[src/logic/ddr3_pkg.sv]
package ddr3_pkg;

  // DDR3 command set, each code is {RAS_n, CAS_n, WE_n}
  typedef enum logic [2:0] {
    CMD_MRS  = 3'b000,
    CMD_REF  = 3'b001,
    CMD_PRE  = 3'b010,
    CMD_ACT  = 3'b011,
    CMD_WR   = 3'b100,
    CMD_RD   = 3'b101,
    CMD_ZQCL = 3'b110,
    CMD_NOP  = 3'b111
  } ddr3_cmd_e;

  // Widths shared by the whole design
  localparam int BANK_BITS = 3;
  localparam int DATA_BITS = 32;  // One PHY beat
  localparam int MASK_BITS = DATA_BITS / 8;

  // Minimum command gaps, in controller clocks
  localparam int T_RCD = 3;   // ACT to RD or WR
  localparam int T_RP  = 3;   // PRE to ACT or REF
  localparam int T_RFC = 12;  // REF to anything
  localparam int T_MRD = 4;   // MRS and ZQCL
  localparam int T_WR  = 3;   // Write recovery after the data beat

  // Power-up waits, shortened for simulation
  localparam int T_INIT_RESET = 20;  // RESET_n held low
  localparam int T_INIT_CKE   = 24;  // CKE low after reset release

endpackage

[src/logic/ddr3_init.sv]
module ddr3_init #(
  parameter int ROW_BITS = 13,
  parameter int DDR_CL = 6,
  parameter int DDR_CWL = 6,
  parameter int REFRESH_CYCLES = 780
) (
  input  logic                           clock,
  input  logic                           reset,
  output logic                           cfg_req_o,
  output ddr3_pkg::ddr3_cmd_e            cfg_cmd_o,
  output logic [ddr3_pkg::BANK_BITS-1:0] cfg_ba_o,
  output logic [ROW_BITS-1:0]            cfg_adr_o,
  input  logic                           cfg_rdy_i,
  output logic                           cfg_run_o,
  output logic                           ref_req_o,
  output logic                           dfi_rst_no,
  output logic                           dfi_cke_o
);

  typedef enum logic [2:0] {
    ST_RESET, ST_CKE, ST_MR2, ST_MR3, ST_MR1, ST_MR0, ST_ZQCL, ST_RUN
  } init_state_e;

  localparam int REF_BITS = $clog2(REFRESH_CYCLES + 1);

  init_state_e         state;
  logic [15:0]         wait_cnt;
  logic [REF_BITS-1:0] ref_cnt;

  // Mode register contents for each load step
  always_comb begin
    cfg_req_o = 1'b1;
    cfg_cmd_o = ddr3_pkg::CMD_MRS;
    cfg_ba_o  = '0;
    cfg_adr_o = '0;
    case (state)
      ST_MR2: begin
        cfg_ba_o  = ddr3_pkg::BANK_BITS'(2);
        cfg_adr_o = ROW_BITS'((DDR_CWL - 5) << 3);  // CWL in A5:A3
      end
      ST_MR3: cfg_ba_o = ddr3_pkg::BANK_BITS'(3);
      ST_MR1: begin
        cfg_ba_o  = ddr3_pkg::BANK_BITS'(1);
        cfg_adr_o = ROW_BITS'(1);  // DLL disable
      end
      ST_MR0: cfg_adr_o = ROW_BITS'((DDR_CL - 4) << 4);  // CL in A6:A4
      ST_ZQCL: begin
        cfg_cmd_o     = ddr3_pkg::CMD_ZQCL;
        cfg_adr_o[10] = 1'b1;  // Long calibration
      end
      default: begin
        cfg_req_o = 1'b0;
        cfg_cmd_o = ddr3_pkg::CMD_NOP;
      end
    endcase
  end

  always_ff @(posedge clock) begin
    if (reset) begin
      state      <= ST_RESET;
      wait_cnt   <= 16'(ddr3_pkg::T_INIT_RESET - 1);
      dfi_rst_no <= 1'b0;
      dfi_cke_o  <= 1'b0;
      cfg_run_o  <= 1'b0;
    end else begin
      case (state)
        ST_RESET: begin
          if (wait_cnt == 0) begin
            dfi_rst_no <= 1'b1;
            wait_cnt   <= 16'(ddr3_pkg::T_INIT_CKE - 1);
            state      <= ST_CKE;
          end else begin
            wait_cnt <= wait_cnt - 16'd1;
          end
        end
        ST_CKE: begin
          if (wait_cnt == 0) begin
            dfi_cke_o <= 1'b1;
            state     <= ST_MR2;
          end else begin
            wait_cnt <= wait_cnt - 16'd1;
          end
        end
        ST_MR2: if (cfg_rdy_i) state <= ST_MR3;
        ST_MR3: if (cfg_rdy_i) state <= ST_MR1;
        ST_MR1: if (cfg_rdy_i) state <= ST_MR0;
        ST_MR0: if (cfg_rdy_i) state <= ST_ZQCL;
        ST_ZQCL: begin
          if (cfg_rdy_i) begin
            cfg_run_o <= 1'b1;  // Controller owns the bus from here
            state     <= ST_RUN;
          end
        end
        default: state <= ST_RUN;
      endcase
    end
  end

  // Periodic refresh strobe once running
  always_ff @(posedge clock) begin
    if (reset) begin
      ref_cnt   <= '0;
      ref_req_o <= 1'b0;
    end else if (state == ST_ZQCL && cfg_rdy_i) begin
      ref_cnt <= REF_BITS'(REFRESH_CYCLES - 1);
    end else if (state == ST_RUN) begin
      if (ref_cnt == 0) begin
        ref_req_o <= 1'b1;
        ref_cnt   <= REF_BITS'(REFRESH_CYCLES - 1);
      end else begin
        ref_req_o <= 1'b0;
        ref_cnt   <= ref_cnt - 1'b1;
      end
    end
  end

endmodule

[src/logic/ddr3_fsm.sv]
module ddr3_fsm #(
  parameter int ROW_BITS = 13,
  parameter int COL_BITS = 10
) (
  input  logic                                        clock,
  input  logic                                        reset,
  input  logic                                        cfg_run_i,
  input  logic                                        cfg_req_i,
  output logic                                        cfg_rdy_o,
  input  ddr3_pkg::ddr3_cmd_e                         cfg_cmd_i,
  input  logic [ddr3_pkg::BANK_BITS-1:0]              cfg_ba_i,
  input  logic [ROW_BITS-1:0]                         cfg_adr_i,
  input  logic                                        ref_req_i,
  input  logic                                        req_valid_i,
  output logic                                        req_ready_o,
  input  logic                                        req_write_i,
  input  logic [ddr3_pkg::BANK_BITS+ROW_BITS+COL_BITS-1:0] req_addr_i,
  input  logic [ddr3_pkg::DATA_BITS-1:0]              req_wdata_i,
  input  logic [ddr3_pkg::MASK_BITS-1:0]              req_wmask_i,
  output logic                                        wr_done_o,
  output logic                                        cmd_valid_o,
  input  logic                                        cmd_ready_i,
  output ddr3_pkg::ddr3_cmd_e                         cmd_o,
  output logic [ddr3_pkg::BANK_BITS-1:0]              cmd_ba_o,
  output logic [ROW_BITS-1:0]                         cmd_adr_o,
  output logic [ddr3_pkg::DATA_BITS-1:0]              cmd_wdata_o,
  output logic [ddr3_pkg::MASK_BITS-1:0]              cmd_wmask_o
);

  localparam int NUM_BANKS = 1 << ddr3_pkg::BANK_BITS;

  typedef enum logic [2:0] {S_IDLE, S_PREA, S_REF, S_PRE, S_ACT, S_ACCESS} fsm_state_e;

  fsm_state_e                      state;
  logic                            ref_pend;
  logic [NUM_BANKS-1:0]            bank_open;
  logic [ROW_BITS-1:0]             open_row [NUM_BANKS];
  logic                            write_q;
  logic [ddr3_pkg::BANK_BITS-1:0]  ba_q;
  logic [ROW_BITS-1:0]             row_q;
  logic [COL_BITS-1:0]             col_q;
  logic [ddr3_pkg::BANK_BITS-1:0]  req_ba;
  logic [ROW_BITS-1:0]             req_row;
  logic                            accept;
  logic                            fire;

  // Address split, bank on top
  assign req_ba  = req_addr_i[ddr3_pkg::BANK_BITS+ROW_BITS+COL_BITS-1 -: ddr3_pkg::BANK_BITS];
  assign req_row = req_addr_i[COL_BITS +: ROW_BITS];

  assign req_ready_o = (state == S_IDLE) && cfg_run_i && !ref_pend && cmd_ready_i;
  assign accept      = req_valid_i && req_ready_o;
  assign fire        = cmd_valid_o && cmd_ready_i;
  assign wr_done_o   = fire && (state == S_ACCESS) && write_q;

  // Command select per state
  always_comb begin
    cmd_valid_o = 1'b0;
    cmd_o       = ddr3_pkg::CMD_NOP;
    cmd_ba_o    = ba_q;
    cmd_adr_o   = '0;
    cfg_rdy_o   = 1'b0;
    case (state)
      S_IDLE: begin
        if (!cfg_run_i) begin  // Sequencer owns the bus
          cmd_valid_o = cfg_req_i;
          cmd_o       = cfg_cmd_i;
          cmd_ba_o    = cfg_ba_i;
          cmd_adr_o   = cfg_adr_i;
          cfg_rdy_o   = cmd_ready_i;
        end
      end
      S_PREA: begin
        cmd_valid_o   = 1'b1;
        cmd_o         = ddr3_pkg::CMD_PRE;
        cmd_adr_o[10] = 1'b1;  // All banks
      end
      S_REF: begin
        cmd_valid_o = 1'b1;
        cmd_o       = ddr3_pkg::CMD_REF;
      end
      S_PRE: begin
        cmd_valid_o = 1'b1;
        cmd_o       = ddr3_pkg::CMD_PRE;
      end
      S_ACT: begin
        cmd_valid_o = 1'b1;
        cmd_o       = ddr3_pkg::CMD_ACT;
        cmd_adr_o   = row_q;
      end
      S_ACCESS: begin
        cmd_valid_o = 1'b1;
        cmd_o       = write_q ? ddr3_pkg::CMD_WR : ddr3_pkg::CMD_RD;
        cmd_adr_o   = {{(ROW_BITS - COL_BITS){1'b0}}, col_q};  // A10 low, no auto-precharge
      end
      default: cmd_valid_o = 1'b0;
    endcase
  end

  always_ff @(posedge clock) begin
    if (reset) begin
      state     <= S_IDLE;
      ref_pend  <= 1'b0;
      bank_open <= '0;
    end else begin
      if (ref_req_i) begin
        ref_pend <= 1'b1;
      end else if (state == S_REF && fire) begin
        ref_pend <= 1'b0;
      end
      case (state)
        S_IDLE: begin
          if (cfg_run_i && ref_pend && cmd_ready_i) begin
            state <= S_PREA;
          end else if (accept) begin
            if (!bank_open[req_ba]) state <= S_ACT;
            else if (open_row[req_ba] == req_row) state <= S_ACCESS;  // Row hit
            else state <= S_PRE;
          end
        end
        S_PREA: begin
          if (fire) begin
            bank_open <= '0;
            state     <= S_REF;
          end
        end
        S_REF: if (fire) state <= S_IDLE;
        S_PRE: begin
          if (fire) begin
            bank_open[ba_q] <= 1'b0;
            state           <= S_ACT;
          end
        end
        S_ACT: begin
          if (fire) begin
            bank_open[ba_q] <= 1'b1;
            state           <= S_ACCESS;
          end
        end
        S_ACCESS: if (fire) state <= S_IDLE;
        default: state <= S_IDLE;
      endcase
    end
  end

  // Request payload and open rows
  always_ff @(posedge clock) begin
    if (accept) begin
      write_q     <= req_write_i;
      ba_q        <= req_ba;
      row_q       <= req_row;
      col_q       <= req_addr_i[COL_BITS-1:0];
      cmd_wdata_o <= req_wdata_i;
      cmd_wmask_o <= req_wmask_i;
    end
    if (state == S_ACT && fire) open_row[ba_q] <= row_q;
  end

endmodule

[src/logic/ddr3_ddl.sv]
module ddr3_ddl #(
  parameter int ROW_BITS = 13,
  parameter int DDR_CL = 6,
  parameter int DDR_CWL = 6
) (
  input  logic                           clock,
  input  logic                           reset,
  input  logic                           cmd_valid_i,
  output logic                           cmd_ready_o,
  input  ddr3_pkg::ddr3_cmd_e            cmd_i,
  input  logic [ddr3_pkg::BANK_BITS-1:0] cmd_ba_i,
  input  logic [ROW_BITS-1:0]            cmd_adr_i,
  input  logic [ddr3_pkg::DATA_BITS-1:0] cmd_wdata_i,
  input  logic [ddr3_pkg::MASK_BITS-1:0] cmd_wmask_i,
  output logic                           rd_valid_o,
  output logic [ddr3_pkg::DATA_BITS-1:0] rd_data_o,
  output logic                           dfi_cs_no,
  output logic                           dfi_ras_no,
  output logic                           dfi_cas_no,
  output logic                           dfi_we_no,
  output logic [ddr3_pkg::BANK_BITS-1:0] dfi_bank_o,
  output logic [ROW_BITS-1:0]            dfi_addr_o,
  output logic                           dfi_wren_o,
  output logic [ddr3_pkg::MASK_BITS-1:0] dfi_mask_o,
  output logic [ddr3_pkg::DATA_BITS-1:0] dfi_data_o,
  output logic                           dfi_rden_o,
  input  logic                           dfi_rvld_i,
  input  logic [ddr3_pkg::DATA_BITS-1:0] dfi_data_i
);

  logic               fire;
  logic [7:0]         gap_cnt;
  logic               rd_wait;  // RD issued, data not back yet
  logic [DDR_CWL:0]   wr_sr;
  logic [DDR_CL:0]    rd_sr;

  // Cycles before the next command may be accepted, minus one
  function automatic logic [7:0] gap_of(ddr3_pkg::ddr3_cmd_e c);
    case (c)
      ddr3_pkg::CMD_ACT:  return 8'(ddr3_pkg::T_RCD - 1);
      ddr3_pkg::CMD_PRE:  return 8'(ddr3_pkg::T_RP - 1);
      ddr3_pkg::CMD_REF:  return 8'(ddr3_pkg::T_RFC - 1);
      ddr3_pkg::CMD_MRS,
      ddr3_pkg::CMD_ZQCL: return 8'(ddr3_pkg::T_MRD - 1);
      ddr3_pkg::CMD_WR:   return 8'(DDR_CWL + ddr3_pkg::T_WR - 1);
      default:            return 8'd0;
    endcase
  endfunction

  assign cmd_ready_o = (gap_cnt == 0) && !rd_wait;
  assign fire        = cmd_valid_i && cmd_ready_o;

  assign dfi_wren_o = wr_sr[DDR_CWL];
  assign dfi_rden_o = rd_sr[DDR_CL];
  assign rd_valid_o = dfi_rvld_i && rd_wait;
  assign rd_data_o  = dfi_data_i;

  always_ff @(posedge clock) begin
    if (reset) begin
      dfi_cs_no  <= 1'b1;
      {dfi_ras_no, dfi_cas_no, dfi_we_no} <= ddr3_pkg::CMD_NOP;
      gap_cnt    <= '0;
      rd_wait    <= 1'b0;
      wr_sr      <= '0;
      rd_sr      <= '0;
    end else begin
      dfi_cs_no <= !fire;  // One-cycle command slot
      {dfi_ras_no, dfi_cas_no, dfi_we_no} <= fire ? cmd_i : ddr3_pkg::CMD_NOP;
      if (fire) gap_cnt <= gap_of(cmd_i);
      else if (gap_cnt != 0) gap_cnt <= gap_cnt - 8'd1;
      if (fire && cmd_i == ddr3_pkg::CMD_RD) rd_wait <= 1'b1;
      else if (dfi_rvld_i) rd_wait <= 1'b0;
      // Latency lines for the data enables
      wr_sr <= {wr_sr[DDR_CWL-1:0], fire && cmd_i == ddr3_pkg::CMD_WR};
      rd_sr <= {rd_sr[DDR_CL-1:0], fire && cmd_i == ddr3_pkg::CMD_RD};
    end
  end

  // Address and write beat, held until the next command
  always_ff @(posedge clock) begin
    if (fire) begin
      dfi_bank_o <= cmd_ba_i;
      dfi_addr_o <= cmd_adr_i;
    end
    if (fire && cmd_i == ddr3_pkg::CMD_WR) begin
      dfi_data_o <= cmd_wdata_i;
      dfi_mask_o <= cmd_wmask_i;
    end
  end

endmodule

[src/logic/ddr3_lite_top.sv]
module ddr3_lite_top #(
  parameter int ROW_BITS = 13,
  parameter int COL_BITS = 10,
  parameter int DDR_CL = 6,
  parameter int DDR_CWL = 6,
  parameter int REFRESH_CYCLES = 780
) (
  input  logic                                             clock,
  input  logic                                             reset,
  input  logic                                             req_valid_i,
  output logic                                             req_ready_o,
  input  logic                                             req_write_i,
  input  logic [ddr3_pkg::BANK_BITS+ROW_BITS+COL_BITS-1:0] req_addr_i,
  input  logic [ddr3_pkg::DATA_BITS-1:0]                   req_wdata_i,
  input  logic [ddr3_pkg::MASK_BITS-1:0]                   req_wmask_i,
  output logic                                             rd_valid_o,
  output logic [ddr3_pkg::DATA_BITS-1:0]                   rd_data_o,
  output logic                                             wr_done_o,
  output logic                                             init_done_o,
  output logic                                             dfi_rst_no,
  output logic                                             dfi_cke_o,
  output logic                                             dfi_cs_no,
  output logic                                             dfi_ras_no,
  output logic                                             dfi_cas_no,
  output logic                                             dfi_we_no,
  output logic                                             dfi_odt_o,
  output logic [ddr3_pkg::BANK_BITS-1:0]                   dfi_bank_o,
  output logic [ROW_BITS-1:0]                              dfi_addr_o,
  output logic                                             dfi_wren_o,
  output logic [ddr3_pkg::MASK_BITS-1:0]                   dfi_mask_o,
  output logic [ddr3_pkg::DATA_BITS-1:0]                   dfi_data_o,
  output logic                                             dfi_rden_o,
  input  logic                                             dfi_rvld_i,
  input  logic [ddr3_pkg::DATA_BITS-1:0]                   dfi_data_i
);

  // Sequencer to controller
  logic                           cfg_req, cfg_rdy, cfg_run, ref_req;
  ddr3_pkg::ddr3_cmd_e            cfg_cmd;
  logic [ddr3_pkg::BANK_BITS-1:0] cfg_ba;
  logic [ROW_BITS-1:0]            cfg_adr;

  // Controller to command layer
  logic                           cmd_valid, cmd_ready;
  ddr3_pkg::ddr3_cmd_e            cmd;
  logic [ddr3_pkg::BANK_BITS-1:0] cmd_ba;
  logic [ROW_BITS-1:0]            cmd_adr;
  logic [ddr3_pkg::DATA_BITS-1:0] cmd_wdata;
  logic [ddr3_pkg::MASK_BITS-1:0] cmd_wmask;

  assign dfi_odt_o   = 1'b0;  // No ODT scheduling
  assign init_done_o = cfg_run;

  ddr3_init #(
    .ROW_BITS(ROW_BITS), .DDR_CL(DDR_CL), .DDR_CWL(DDR_CWL), .REFRESH_CYCLES(REFRESH_CYCLES)
  ) ddr3_init_i (
    .clock(clock), .reset(reset),
    .cfg_req_o(cfg_req), .cfg_cmd_o(cfg_cmd), .cfg_ba_o(cfg_ba), .cfg_adr_o(cfg_adr),
    .cfg_rdy_i(cfg_rdy), .cfg_run_o(cfg_run), .ref_req_o(ref_req),
    .dfi_rst_no(dfi_rst_no), .dfi_cke_o(dfi_cke_o)
  );

  ddr3_fsm #(.ROW_BITS(ROW_BITS), .COL_BITS(COL_BITS)) ddr3_fsm_i (
    .clock(clock), .reset(reset),
    .cfg_run_i(cfg_run), .cfg_req_i(cfg_req), .cfg_rdy_o(cfg_rdy),
    .cfg_cmd_i(cfg_cmd), .cfg_ba_i(cfg_ba), .cfg_adr_i(cfg_adr), .ref_req_i(ref_req),
    .req_valid_i(req_valid_i), .req_ready_o(req_ready_o), .req_write_i(req_write_i),
    .req_addr_i(req_addr_i), .req_wdata_i(req_wdata_i), .req_wmask_i(req_wmask_i),
    .wr_done_o(wr_done_o), .cmd_valid_o(cmd_valid), .cmd_ready_i(cmd_ready),
    .cmd_o(cmd), .cmd_ba_o(cmd_ba), .cmd_adr_o(cmd_adr),
    .cmd_wdata_o(cmd_wdata), .cmd_wmask_o(cmd_wmask)
  );

  ddr3_ddl #(.ROW_BITS(ROW_BITS), .DDR_CL(DDR_CL), .DDR_CWL(DDR_CWL)) ddr3_ddl_i (
    .clock(clock), .reset(reset),
    .cmd_valid_i(cmd_valid), .cmd_ready_o(cmd_ready), .cmd_i(cmd),
    .cmd_ba_i(cmd_ba), .cmd_adr_i(cmd_adr), .cmd_wdata_i(cmd_wdata), .cmd_wmask_i(cmd_wmask),
    .rd_valid_o(rd_valid_o), .rd_data_o(rd_data_o),
    .dfi_cs_no(dfi_cs_no), .dfi_ras_no(dfi_ras_no), .dfi_cas_no(dfi_cas_no),
    .dfi_we_no(dfi_we_no), .dfi_bank_o(dfi_bank_o), .dfi_addr_o(dfi_addr_o),
    .dfi_wren_o(dfi_wren_o), .dfi_mask_o(dfi_mask_o), .dfi_data_o(dfi_data_o),
    .dfi_rden_o(dfi_rden_o), .dfi_rvld_i(dfi_rvld_i), .dfi_data_i(dfi_data_i)
  );

endmodule

[config.mk]
export PLATFORM = sky130hd
export DESIGN_NAME = ddr3_lite_top
export DESIGN_NICKNAME = d
export VERILOG_FILES = /design/src/logic/ddr3_pkg.sv /design/src/logic/ddr3_init.sv /design/src/logic/ddr3_fsm.sv /design/src/logic/ddr3_ddl.sv /design/src/logic/ddr3_lite_top.sv
export SDC_FILE = /design/constraint.sdc
export NUM_CORES = 1
export LEC_CHECK = 0
export ABC_AREA = 1
export BUFFER_PORTS_ARGS = -buffer_cell sky130_fd_sc_hd__buf_2
export CAP_MARGIN = 10
export CORE_ASPECT_RATIO = 1.5
export CORE_MARGIN = 10
export CORE_UTILIZATION = 55
export DETAILED_ROUTE_END_ITERATION = 6
export PLACE_DENSITY = 0.76
export SLEW_MARGIN = 5
export SYNTH_ARGS = -nofsm -noshare
export SYNTH_HDL_FRONTEND = slang
export SYNTH_SLANG_ARGS = --single-unit
[constraint.sdc]
create_clock -name clock -period 9.01 [get_ports clock]
set_clock_uncertainty 0.2 [all_clocks]
set_input_delay 0.4505 -clock clock [delete_from_list [all_inputs] [get_ports clock]]
set_output_delay 0.4505 -clock clock [all_outputs]
set_load 0.02 [all_outputs]
==> results of run 1 <==
per-stage QoR:
stage          instances  util [%]  area (sq um)  total power, uW  setup slack [ps]
2_1_floorplan       1121         -         12000             1890              5380
3_3_place_gp        1463      58.4         12600             1980              5370
3_5_place_dp        1463      58.4         12600             1990              5260
4_1_cts             1572      65.4         14100             3150              5220
5_1_grt             1572      65.4         14100             3270              4850
6_report            1572      65.4         14100             3140              5230
flip-flops by register name (all words and copies together), names as in the netlist, 3 cells and up:
register and flops:
ddr3_ddl_i.dfi_addr_o 13, ddr3_ddl_i.dfi_bank_o 3, ddr3_ddl_i.dfi_data_o 32, ddr3_ddl_i.dfi_mask_o 4, ddr3_ddl_i.gap_cnt 8, ddr3_ddl_i.rd_sr 7
ddr3_ddl_i.wr_sr 7, ddr3_fsm_i.ba_q 3, ddr3_fsm_i.bank_open 8, ddr3_fsm_i.cmd_wdata_o 32, ddr3_fsm_i.cmd_wmask_o 4, ddr3_fsm_i.col_q 10
ddr3_fsm_i.open_row 104, ddr3_fsm_i.row_q 13, ddr3_fsm_i.state 3, ddr3_init_i.ref_cnt 10, ddr3_init_i.state 3, ddr3_init_i.wait_cnt 16
path summary, 6_finish.rpt:
path	end	slack [ps]	cells after the start
setup reg to reg	ddr3_fsm_i.open_row[1][0]$_DFFE_PP_	5230	11
hold reg to reg	ddr3_ddl_i.wr_sr[6]$_SDFF_PP0_	210	2
setup / recovery	ddr3_fsm_i.open_row[1][0]$_DFFE_PP_	5230	11
hold / removal	ddr3_fsm_i.ba_q[2]$_DFFE_PP_	160	1
layout make-up:
class	instances	area share (%)
multi-input combinational	618	21.3
clock inverter	17	1.53
timing repair buffer	195	9.16
sequential	291	56.9
tap	272	2.41
inverter	148	3.96
clock buffer	31	4.82
critical path, stage by stage, from the launching register on:
cell and delay [ps]:
dfxtp_1 440, nor2_1 200, inv_2 80, nor2_2 420, inv_2 140, nand2_2 100, inv_2 60, nand2_2 90
o21ai_4 120, inv_2 360, nand2_2 220, nor2_1 930
layer usage:
metal | track usage, % | part of all wire [%] | wire, microns | vias up
li1 | - | - | - | 4037
met1 | 21.5 | 35 | 10300 | 3889
met2 | 36.6 | 53 | 15400 | 312
met3 | 4.05 | 7.0 | 2040 | 72
met4 | 9.50 | 4.6 | 1330 | 0
met5 | 0 | 0 | 0 | -
kinds of logic (layout without fill, tap and decap cells):
logic type | count (synthesis) | count (layout) | synth area share [%]
flip-flops | 291 | 291 | 67.0
AO/OA/AOI/OAI | 123 | 123 | 6.09
other | 1 | 1 | 0.0313
buffers and inverters | 212 | 391 | 8.20
AND/OR/NAND/NOR | 482 | 482 | 17.7
adder cells (fa/ha/maj) | 4 | 4 | 0.418
XOR/XNOR | 8 | 8 | 0.585
power by group:
| part | total, uW | switching [uW] | internal (uW) |
|---|---|---|---|
| clock | 1150 | 473 | 681 |
| combinational | 465 | 308 | 157 |
| sequential | 1520 | 35.8 | 1480 |
| total | 3140 | 817 | 2320 |
synth_stat cells (3+ instances only):
| cell | n |
|---|---|
| dfxtp_1 | 72 |
| nand2_1 | 227 |
| edfxtp_1 | 219 |
| nor3b_2 | 6 |
| inv_1 | 130 |
| clkbuf_1 | 9 |
| ha_1 | 4 |
| nand2_2 | 7 |
| nor2_1 | 98 |
| buf_2 | 12 |
| o21ai_1 | 6 |
| nand3b_1 | 6 |
| inv_2 | 16 |
| buf_4 | 39 |
| xor2_1 | 4 |
| nand3_1 | 101 |
| nand4_1 | 9 |
| xnor2_1 | 4 |
| a22o_1 | 7 |
| nor4_1 | 3 |
| o211ai_1 | 3 |
| a21oi_1 | 51 |
| buf_6 | 3 |
| o21ai_0 | 35 |
| nor2_2 | 8 |
| a31oi_1 | 3 |
| nor3_1 | 12 |
| a21o_1 | 3 |
what timing repair did:
item / in CTS / in global routing
buffers inserted: 0 / 0
hold endpoints to repair: 61 / 0
hold buffers: 61 / 0
setup endpoints to repair: 0 / 0
gates resized for setup: 0 / 0
==> out/metrics.cfg, run 1 <==
[outcome]
status=finished clean

[clocking]
worstSkewPairLatency_ps=540
cts_buffer_depth=3
htree_levels=1
cts_tree=yes
cts_inserted_buffers=26
numClockSinks=291
cts-root-buf=clkbuf_16
cts.reportedPaths.clkPinSlew_ps=60

[synthesis]
synth_area_leaders=edfxtp_1 55%, dfxtp_1 12%, nand2_1 7.1%
yosysTopAreaCellShare_pct=54.9
syn-cell-area_sq_um=12000
synth.yosys.seq_area_share_pct=67.0
syn-num-nets=1224
synth.distinct_cells=48
avgSynthCellArea_sq_um=10.7
synth_ff_type=edfxtp_1
postSynth.asyncResetShare_pct=0
synth_edf_count=219
ys_warn_count=0
syn_inst=1121
synth_seq_cells=291
synth_largest_area_cell=edfxtp_1

[global_routing]
grt_pass1_wl_microns=45500
grt_usage_pct=20.1
grt_pass1_vias=8397
grt_max_degree=65
antenna_found_initial=0
overflow=0

[worst_setup_path]
criticalPathCategory=reg -> reg
cp.arrival_ps=3720
crit_start=ddr3_fsm_i.state[1]$_SDFFE_PP0P_
crit_path_end_kind=register
crit_fanout=21
startpoint_type=register
crit_required_ps=8950
timing.rr.start=ddr3_fsm_i.state[1]$_SDFFE_PP0P_

[pwr]
powerDensity_nw_per_um2=223
p_leak_uw=0.00566
vdd_drop_max_v=0.000210

[sta]
worstMarginPinSlew_ps=1180
finalMaxSlewViolations=0
rsz0062_at_grt=no
hold-worst-slack_ps=158
min_period_over_period_pct=42.0
fin_crit_ps=3780
slew-limit-headroom_pct=21.4
fin_tns_setup_ps=0
hold_viol_final=0
setup_violations=0
fmax_ghz=0.264

[die]
start_util_pct=55.6
dieArea_sq_um=28200
rows=66
io-pin-count=196
die_h_microns=201
core_area_sq_um=21600
die_x_microns=140

[finish]
drive_above_1_share_pct=17.2
fillCellCount=1613
layout_common_cells=227 x nand2_1, 219 x edfxtp_1, 130 x inv_1, 130 x buf_2, 101 x nand3_1
multi_input_area_sq_um=3000
diodes=0
layout.nets=1383
regArea_sq_um=8020
final_common_cell=nand2_1
area_growth_pct=17.8

[job]
maxCapViolations=0

[place]
gp_congestion=0.900
dp_hpwl_microns=19200
portBuffers=130

[routing]
viasPerCell=5.29
drtAntennaViolNets=0
drt-wirelength-per-cell_microns=18.5
drt_iter0_drc=770
drc=0
detail_route.first_pass.iterations=5
vias=8310
drt_wl_total_microns=29100

[hold_path]
hp-start=req_addr_i[25]
hold_class=in -> reg

(Power assumes the default switching activity.)
==> run 2, diff against run 1 <==
==> constraint.sdc (replaced) <==
create_clock -name clock -period 3.86 [get_ports clock]
set_clock_uncertainty 0.2 [all_clocks]
set_input_delay 0.193 -clock clock [delete_from_list [all_inputs] [get_ports clock]]
set_output_delay 0.193 -clock clock [all_outputs]
set_load 0.02 [all_outputs]
==> out/metrics.cfg, run 2 (synthesis gave the netlist of run 1 again) <==
[outcome]
status=finished clean  ; unchanged

[sta]
fin_tns_setup_ps=0  ; unchanged
finalMaxSlewViolations=0  ; unchanged
worst_slack_ps=770  ; was 5230 ps
worstMarginPinSlew_ps=1160  ; was 1180 ps
fmax_ghz=0.324  ; was 0.264 GHz
setup_violations=0  ; unchanged
rsz0062_at_grt=no  ; unchanged
hold_viol_final=0  ; unchanged
slew-limit-headroom_pct=22.6  ; was 21.4%
fin_crit_ps=3090  ; was 3780 ps
min_period_over_period_pct=80.1  ; was 42.0%

[routing]
detail_route.first_pass.iterations=5  ; unchanged
drt-wirelength-per-cell_microns=18.2  ; was 18.5 microns
vias=8387  ; was 8310
drc=0  ; unchanged
drtAntennaViolNets=0  ; unchanged
drt_wl_total_microns=28800  ; was 29100 microns
drt_iter0_drc=701  ; was 770
viasPerCell=5.29  ; about the same

[worst_setup_path]
crit_fanout=13  ; was 21
startpoint_type=register  ; unchanged
crit_family=simple AND/OR/NAND/NOR gates  ; unchanged
cp_cell_sequence=nor2_1 > inv_2 > nor2_2 > buf_4 > inv_2 > nand2_2 > inv_2 > nand2_2 > o21ai_4 > inv_2 > nand2_2 > nor2_1  ; was nor2_1 > inv_2 > nor2_2 > inv_2 > nand2_2 > inv_2 > nand2_2 > o21ai_4 > inv_2 > nand2_2 > nor2_1
cp.arrival_ps=3050  ; was 3720 ps
criticalPathCategory=reg -> reg  ; unchanged
path_common_cell=inv_2  ; unchanged
crit_path_top_delay_cell=nor2_1  ; unchanged
crit_path_end_kind=register  ; unchanged
worst-path-buf-inv=5  ; was 4
crit_required_ps=3820  ; was 8950 ps
cpPeakStageDelay_ps=890  ; was 930 ps

[finish]
layout_common_cells=227 x nand2_1, 219 x edfxtp_1, 130 x inv_1, 130 x buf_2, 101 x nand3_1  ; unchanged
fillCellCount=1596  ; was 1613
layout.nets=1394  ; was 1383
area_growth_pct=18.6  ; was 17.8%
largest-register=ddr3_fsm_i.open_row  ; unchanged
reg_top3=ddr3_fsm_i.open_row (104), ddr3_ddl_i.dfi_data_o (32), ddr3_fsm_i.cmd_wdata_o (32)  ; unchanged
regArea_sq_um=8020  ; unchanged
final_util_pct=65.9  ; was 65.4%
largest_reg_flops=104  ; unchanged
diodes=0  ; unchanged
multi_input_area_sq_um=3000  ; unchanged
final_common_cell=nand2_1  ; unchanged
drive_above_1_share_pct=17.8  ; was 17.2%

[die]
die_x_microns=140  ; unchanged
rows=66  ; unchanged
dieArea_sq_um=28200  ; unchanged
io-pin-count=196  ; unchanged
core_area_sq_um=21600  ; unchanged
die_h_microns=201  ; unchanged
start_util_pct=55.6  ; unchanged

[pwr]
vdd_drop_max_v=0.000428  ; was 0.000210 V
powerDensity_nw_per_um2=518  ; was 223 nW/um^2
p_leak_uw=0.00572  ; was 0.00566 uW
power.total_uw=7360  ; was 3140 uW

[global_routing]
overflow=0  ; unchanged
grt_pass1_wl_microns=45000  ; was 45500 microns
grt_pass1_vias=8601  ; was 8397
antenna_found_initial=0  ; unchanged
grt_usage_pct=19.7  ; was 20.1%
grt_max_degree=52  ; was 65

[job]
maxCapViolations=0  ; unchanged

[clocking]
cts_buffer_depth=3  ; unchanged
worstSkewPairLatency_ps=540  ; about the same
cts.reportedPaths.clkPinSlew_ps=70  ; was 60 ps
numClockSinks=291  ; unchanged
cts_resized=0  ; unchanged
cts_tree=yes  ; unchanged
cts-root-buf=clkbuf_16  ; unchanged
htree_levels=1  ; unchanged
cts_inserted_buffers=27  ; was 26

[hold_path]
hold_class=in -> reg  ; unchanged

[place]
portBuffers=130  ; unchanged
dp_hpwl_microns=18900  ; was 19200 microns
pre_cts_slack_ps=802  ; was 5260 ps
gp_congestion=0.952  ; was 0.900

[run 2: changes by cell type in the layout (fill, tap and decap cells not counted), moves of 3 or more]
cell	before	now
buf_4	4	9
dlygate4sd3_1	61	65
clkinv_1	6	3
clkinv_2	4	7
[run 2: layout make-up]
type                       instances  area share, %
sequential                       291           56.4
multi-input combinational        618           21.1
timing repair buffer             205           9.77
clock buffer                      33           5.06
inverter                         148           3.93
tap                              272           2.40
clock inverter                    17           1.30
[run 2: where the power goes]
| group | internal, uW | switching, uW |
|---|---|---|
| Sequential | 3470 | 91.9 |
| Clock | 1540 | 1150 |
| Combinational | 382 | 721 |
[run 2: worst paths after layout]
path,start,end,slack [ps],cells past startpoint
setup / recovery,ddr3_fsm_i.state[1]$_SDFFE_PP0P_,ddr3_fsm_i.open_row[4][3]$_DFFE_PP_,770,12
hold / removal,req_addr_i[24],ddr3_fsm_i.ba_q[1]$_DFFE_PP_,40,2
setup reg to reg,ddr3_fsm_i.state[1]$_SDFFE_PP0P_,ddr3_fsm_i.open_row[4][3]$_DFFE_PP_,770,12
hold reg to reg,ddr3_ddl_i.rd_sr[4]$_SDFF_PP0_,ddr3_ddl_i.rd_sr[5]$_SDFF_PP0_,200,2
[run 2: metal layers]
layer  vias up  track usage, %  wire (microns)
met2       337            34.4           15000
li1       4060               -               -
met3        90            3.91            2050
met1      3900            22.2           10500
met4         0            10.1            1290
met5         -               0               0
[run 2: repair_timing]
action	in CTS	in global routing
hold buffers	65	0
setup endpoints to repair	0	0
setup buffers	0	0
endpoints found under the hold margin	90	0
[run 2: per-stage QoR]
step           instance area, sq um  instances  hold slack [ps]
6_report                      14200       1584             35.5
5_1_grt                       14200       1584             26.5
4_1_cts                       14200       1584             3.89
3_5_place_dp                  12700       1469              171
3_3_place_gp                  12700       1469              170
2_1_floorplan                 12000       1121             91.9
==> run 3, diff against run 2 <==
--- a/config.mk
+++ b/config.mk
@@ -5,14 +5,14 @@
 export SDC_FILE = /design/constraint.sdc
 export NUM_CORES = 1
 export LEC_CHECK = 0
-export ABC_AREA = 1
+export ABC_AREA = 0
 export BUFFER_PORTS_ARGS = -buffer_cell sky130_fd_sc_hd__buf_2
 export CAP_MARGIN = 10
 export CORE_ASPECT_RATIO = 1.5
 export CORE_MARGIN = 10
-export CORE_UTILIZATION = 55
+export CORE_UTILIZATION = 51
 export DETAILED_ROUTE_END_ITERATION = 6
-export PLACE_DENSITY = 0.76
+export PLACE_DENSITY = 0.74
 export SLEW_MARGIN = 5
 export SYNTH_ARGS = -nofsm -noshare
 export SYNTH_HDL_FRONTEND = slang
==> constraint.sdc (replaced) <==
create_clock -name clock -period 2.7 [get_ports clock]
set_clock_uncertainty 0.2 [all_clocks]
set_input_delay 0.135 -clock clock [delete_from_list [all_inputs] [get_ports clock]]
set_output_delay 0.135 -clock clock [all_outputs]
set_load 0.02 [all_outputs]
==> out/metrics.cfg, run 3 <==
[pwr]
powerDensity_nw_per_um2=655  ; was 518 nW/um^2
p_leak_uw=0.00521  ; was 0.00572 uW
vdd_drop_max_v=0.000500  ; was 0.000428 V

[place]
placed_cells=1191  ; was 1469
gp_congestion=0.890  ; was 0.952
portBuffers=130  ; unchanged
dp_hpwl_microns=17300  ; was 18900 microns

[synthesis]
avgSynthCellArea_sq_um=14.4  ; was 10.7 sq um
synth_edf_count=219  ; unchanged
synth_seq_cells=291  ; unchanged
synth_largest_area_cell=edfxtp_1  ; unchanged
synth_ff_type=edfxtp_1  ; unchanged
synth_area_leaders=edfxtp_1 57%, dfxtp_1 12%, mux4_2 3.5%  ; was edfxtp_1 55%, dfxtp_1 12%, nand2_1 7.1%
syn_inst=809  ; was 1121
yosysTopAreaCellShare_pct=56.5  ; was 54.9%
syn-cell-area_sq_um=11600  ; was 12000 sq um
synth.yosys.seq_area_share_pct=68.9  ; was 67.0%
postSynth.asyncResetShare_pct=0  ; unchanged
ys_warn_count=0  ; unchanged
syn-num-nets=912  ; was 1224
synth_most_common_cell=edfxtp_1  ; was nand2_1
synthTopCellsByCount=219 x edfxtp_1, 72 x dfxtp_1, 70 x nor2_1  ; was 227 x nand2_1, 219 x edfxtp_1, 130 x inv_1
synth.distinct_cells=71  ; was 48

[worst_setup_path]
crit_path_end_kind=primary output  ; was register
startpoint_type=register  ; unchanged
crit_required_ps=2370  ; was 3820 ps
crit_fanout=8  ; was 13
cp.arrival_ps=2300  ; was 3050 ps
criticalPathCategory=reg -> out  ; was reg -> reg

[routing]
drt-wirelength-per-cell_microns=20.1  ; was 18.2 microns
drt_iter0_drc=430  ; was 701
detail_route.first_pass.iterations=5  ; unchanged
drt_wl_total_microns=26300  ; was 28800 microns
vias=7177  ; was 8387
viasPerCell=5.50  ; was 5.29
drc=0  ; unchanged
drtAntennaViolNets=0  ; unchanged

[die]
die_x_microns=143  ; was 140 microns
io-pin-count=196  ; unchanged
core_area_sq_um=22400  ; was 21600 sq um
die_h_microns=205  ; was 201 microns
dieArea_sq_um=29400  ; was 28200 sq um
rows=67  ; was 66
start_util_pct=52.0  ; was 55.6%

[sta]
hold_viol_final=0  ; unchanged
hold-worst-slack_ps=70.0  ; was 35.5 ps
setup_violations=0  ; unchanged
fin_crit_ps=2630
rsz0062_at_grt=yes  ; was no
worstMarginPinSlew_ps=659  ; was 1160 ps
min_period_over_period_pct=97.6
finalMaxSlewViolations=0  ; unchanged
fmax_ghz=0.380
fin_tns_setup_ps=0  ; unchanged
slew-limit-headroom_pct=56.0  ; was 22.6%

[outcome]
status=finished clean  ; unchanged

[clocking]
htree_levels=1  ; unchanged
cts_buffer_depth=3  ; unchanged
cts_inserted_buffers=26  ; was 27
cts.reportedPaths.clkPinSlew_ps=60  ; was 70 ps
cts_tree=yes  ; unchanged
numClockSinks=291  ; unchanged
cts-root-buf=clkbuf_16  ; unchanged
worstSkewPairLatency_ps=520  ; was 540 ps

[finish]
layout_common_cells=219 x edfxtp_1, 129 x buf_2, 71 x dfxtp_1  ; was 227 x nand2_1, 219 x edfxtp_1, 130 x inv_1, 130 x buf_2, 101 x nand3_1
largest-register=ddr3_fsm_i.open_row  ; unchanged
fin_cells=1306  ; was 1584
diodes=0  ; unchanged
largest_reg_flops=104  ; unchanged
final_util_pct=63.6  ; was 65.9%
reg_top3=ddr3_fsm_i.open_row (104), ddr3_ddl_i.dfi_data_o (32), ddr3_fsm_i.cmd_wdata_o (32)  ; unchanged
final_common_cell=edfxtp_1  ; was nand2_1
layout.nets=1116  ; was 1394
area_growth_pct=22.3  ; was 18.6%
drive_above_1_share_pct=26.5  ; was 17.8%

[global_routing]
antenna_found_initial=0  ; unchanged
grt_pass1_vias=7357  ; was 8601
grt_pass1_wl_microns=40200  ; was 45000 microns
grt_usage_pct=17.3  ; was 19.7%
grt_max_degree=37  ; was 52
overflow=0  ; unchanged

[job]
maxCapViolations=0  ; unchanged

[hold_path]
hold_class=in -> out  ; was in -> reg

## run 3: cell families after synthesis
logic type	share of synthesized area [%]
DFF	68.9
and+or+nand+nor	10.8
AOI/OAI and AO/OA	6.70
buffers and inverters	4.45
muxes	6.83
xor gates and xnor gates	1.81
adders and majority gates	0.430
other	0.0322
## run 3: area by class of cell
| type | instances | area (sq um) |
|---|---|---|
| Tap cell | 276 | 345 |
| Sequential cell | 291 | 8020 |
| Clock inverter | 17 | 171 |
| Fill cell | 1602 | 8150 |
| Inverter | 14 | 52.6 |
| Timing Repair Buffer | 245 | 1840 |
| Multi-Input combinational cell | 435 | 3120 |
| Clock buffer | 28 | 679 |
## run 3: worst max-delay path, stage by stage, from the launching register on
cell	delay, ps
dfxtp_2	350
and3_1	190
or3_4	400
a221oi_4	300
buf_6	150
buf_12	100
and3_1	150
buf_4	140
## run 3: per-layer routing
metal	GRT usage (%)	share of wire, %	vias to the layer above
met5	0	0	-
met4	4.35	1.7	0
met3	3.06	5.7	33
met2	32.4	54	251
met1	19.8	39	3497
li1	-	-	3396
## run 3: path summary, 6_finish.rpt
path,slack (ps),start,endpoint,cells past startpoint
worst max-delay path,70,ddr3_init_i.state[2]$_SDFFE_PP0P_,wr_done_o,7
worst min-delay path,70,dfi_data_i[2],rd_data_o[2],0
worst max register to register,110,ddr3_init_i.state[2]$_SDFFE_PP0P_,ddr3_ddl_i.dfi_data_o[9]$_DFFE_PP_,7
worst min register to register,210,ddr3_fsm_i.cmd_wdata_o[2]$_DFFE_PP_,ddr3_ddl_i.dfi_data_o[2]$_DFFE_PP_,0
## run 3: power breakdown
part,internal (uW),switching (uW)
Combinational,372,398
Clock,2110,1570
Sequential,4810,67.3
Total,7290,2030
## run 3: through the flow
step | setup WS [ps] | total power, uW | cell area (sq um)
after floorplan | 3.06 | 5530 | 11700
after global placement | 164 | 5640 | 12600
after detailed placement | 113 | 5660 | 12600
after CTS | 1.71 | 9400 | 14200
after global routing | -16.9 | 9660 | 14200
final | 66.0 | 9320 | 14200
## run 3: timing repair
action,in CTS,in global routing
endpoints found under the hold margin,101,0
setup buffers,2,1
endpoints found under the setup margin,1,2
gates resized for setup,5,3
cloned,1,0
hold buffers,66,0
pin swaps,1,1
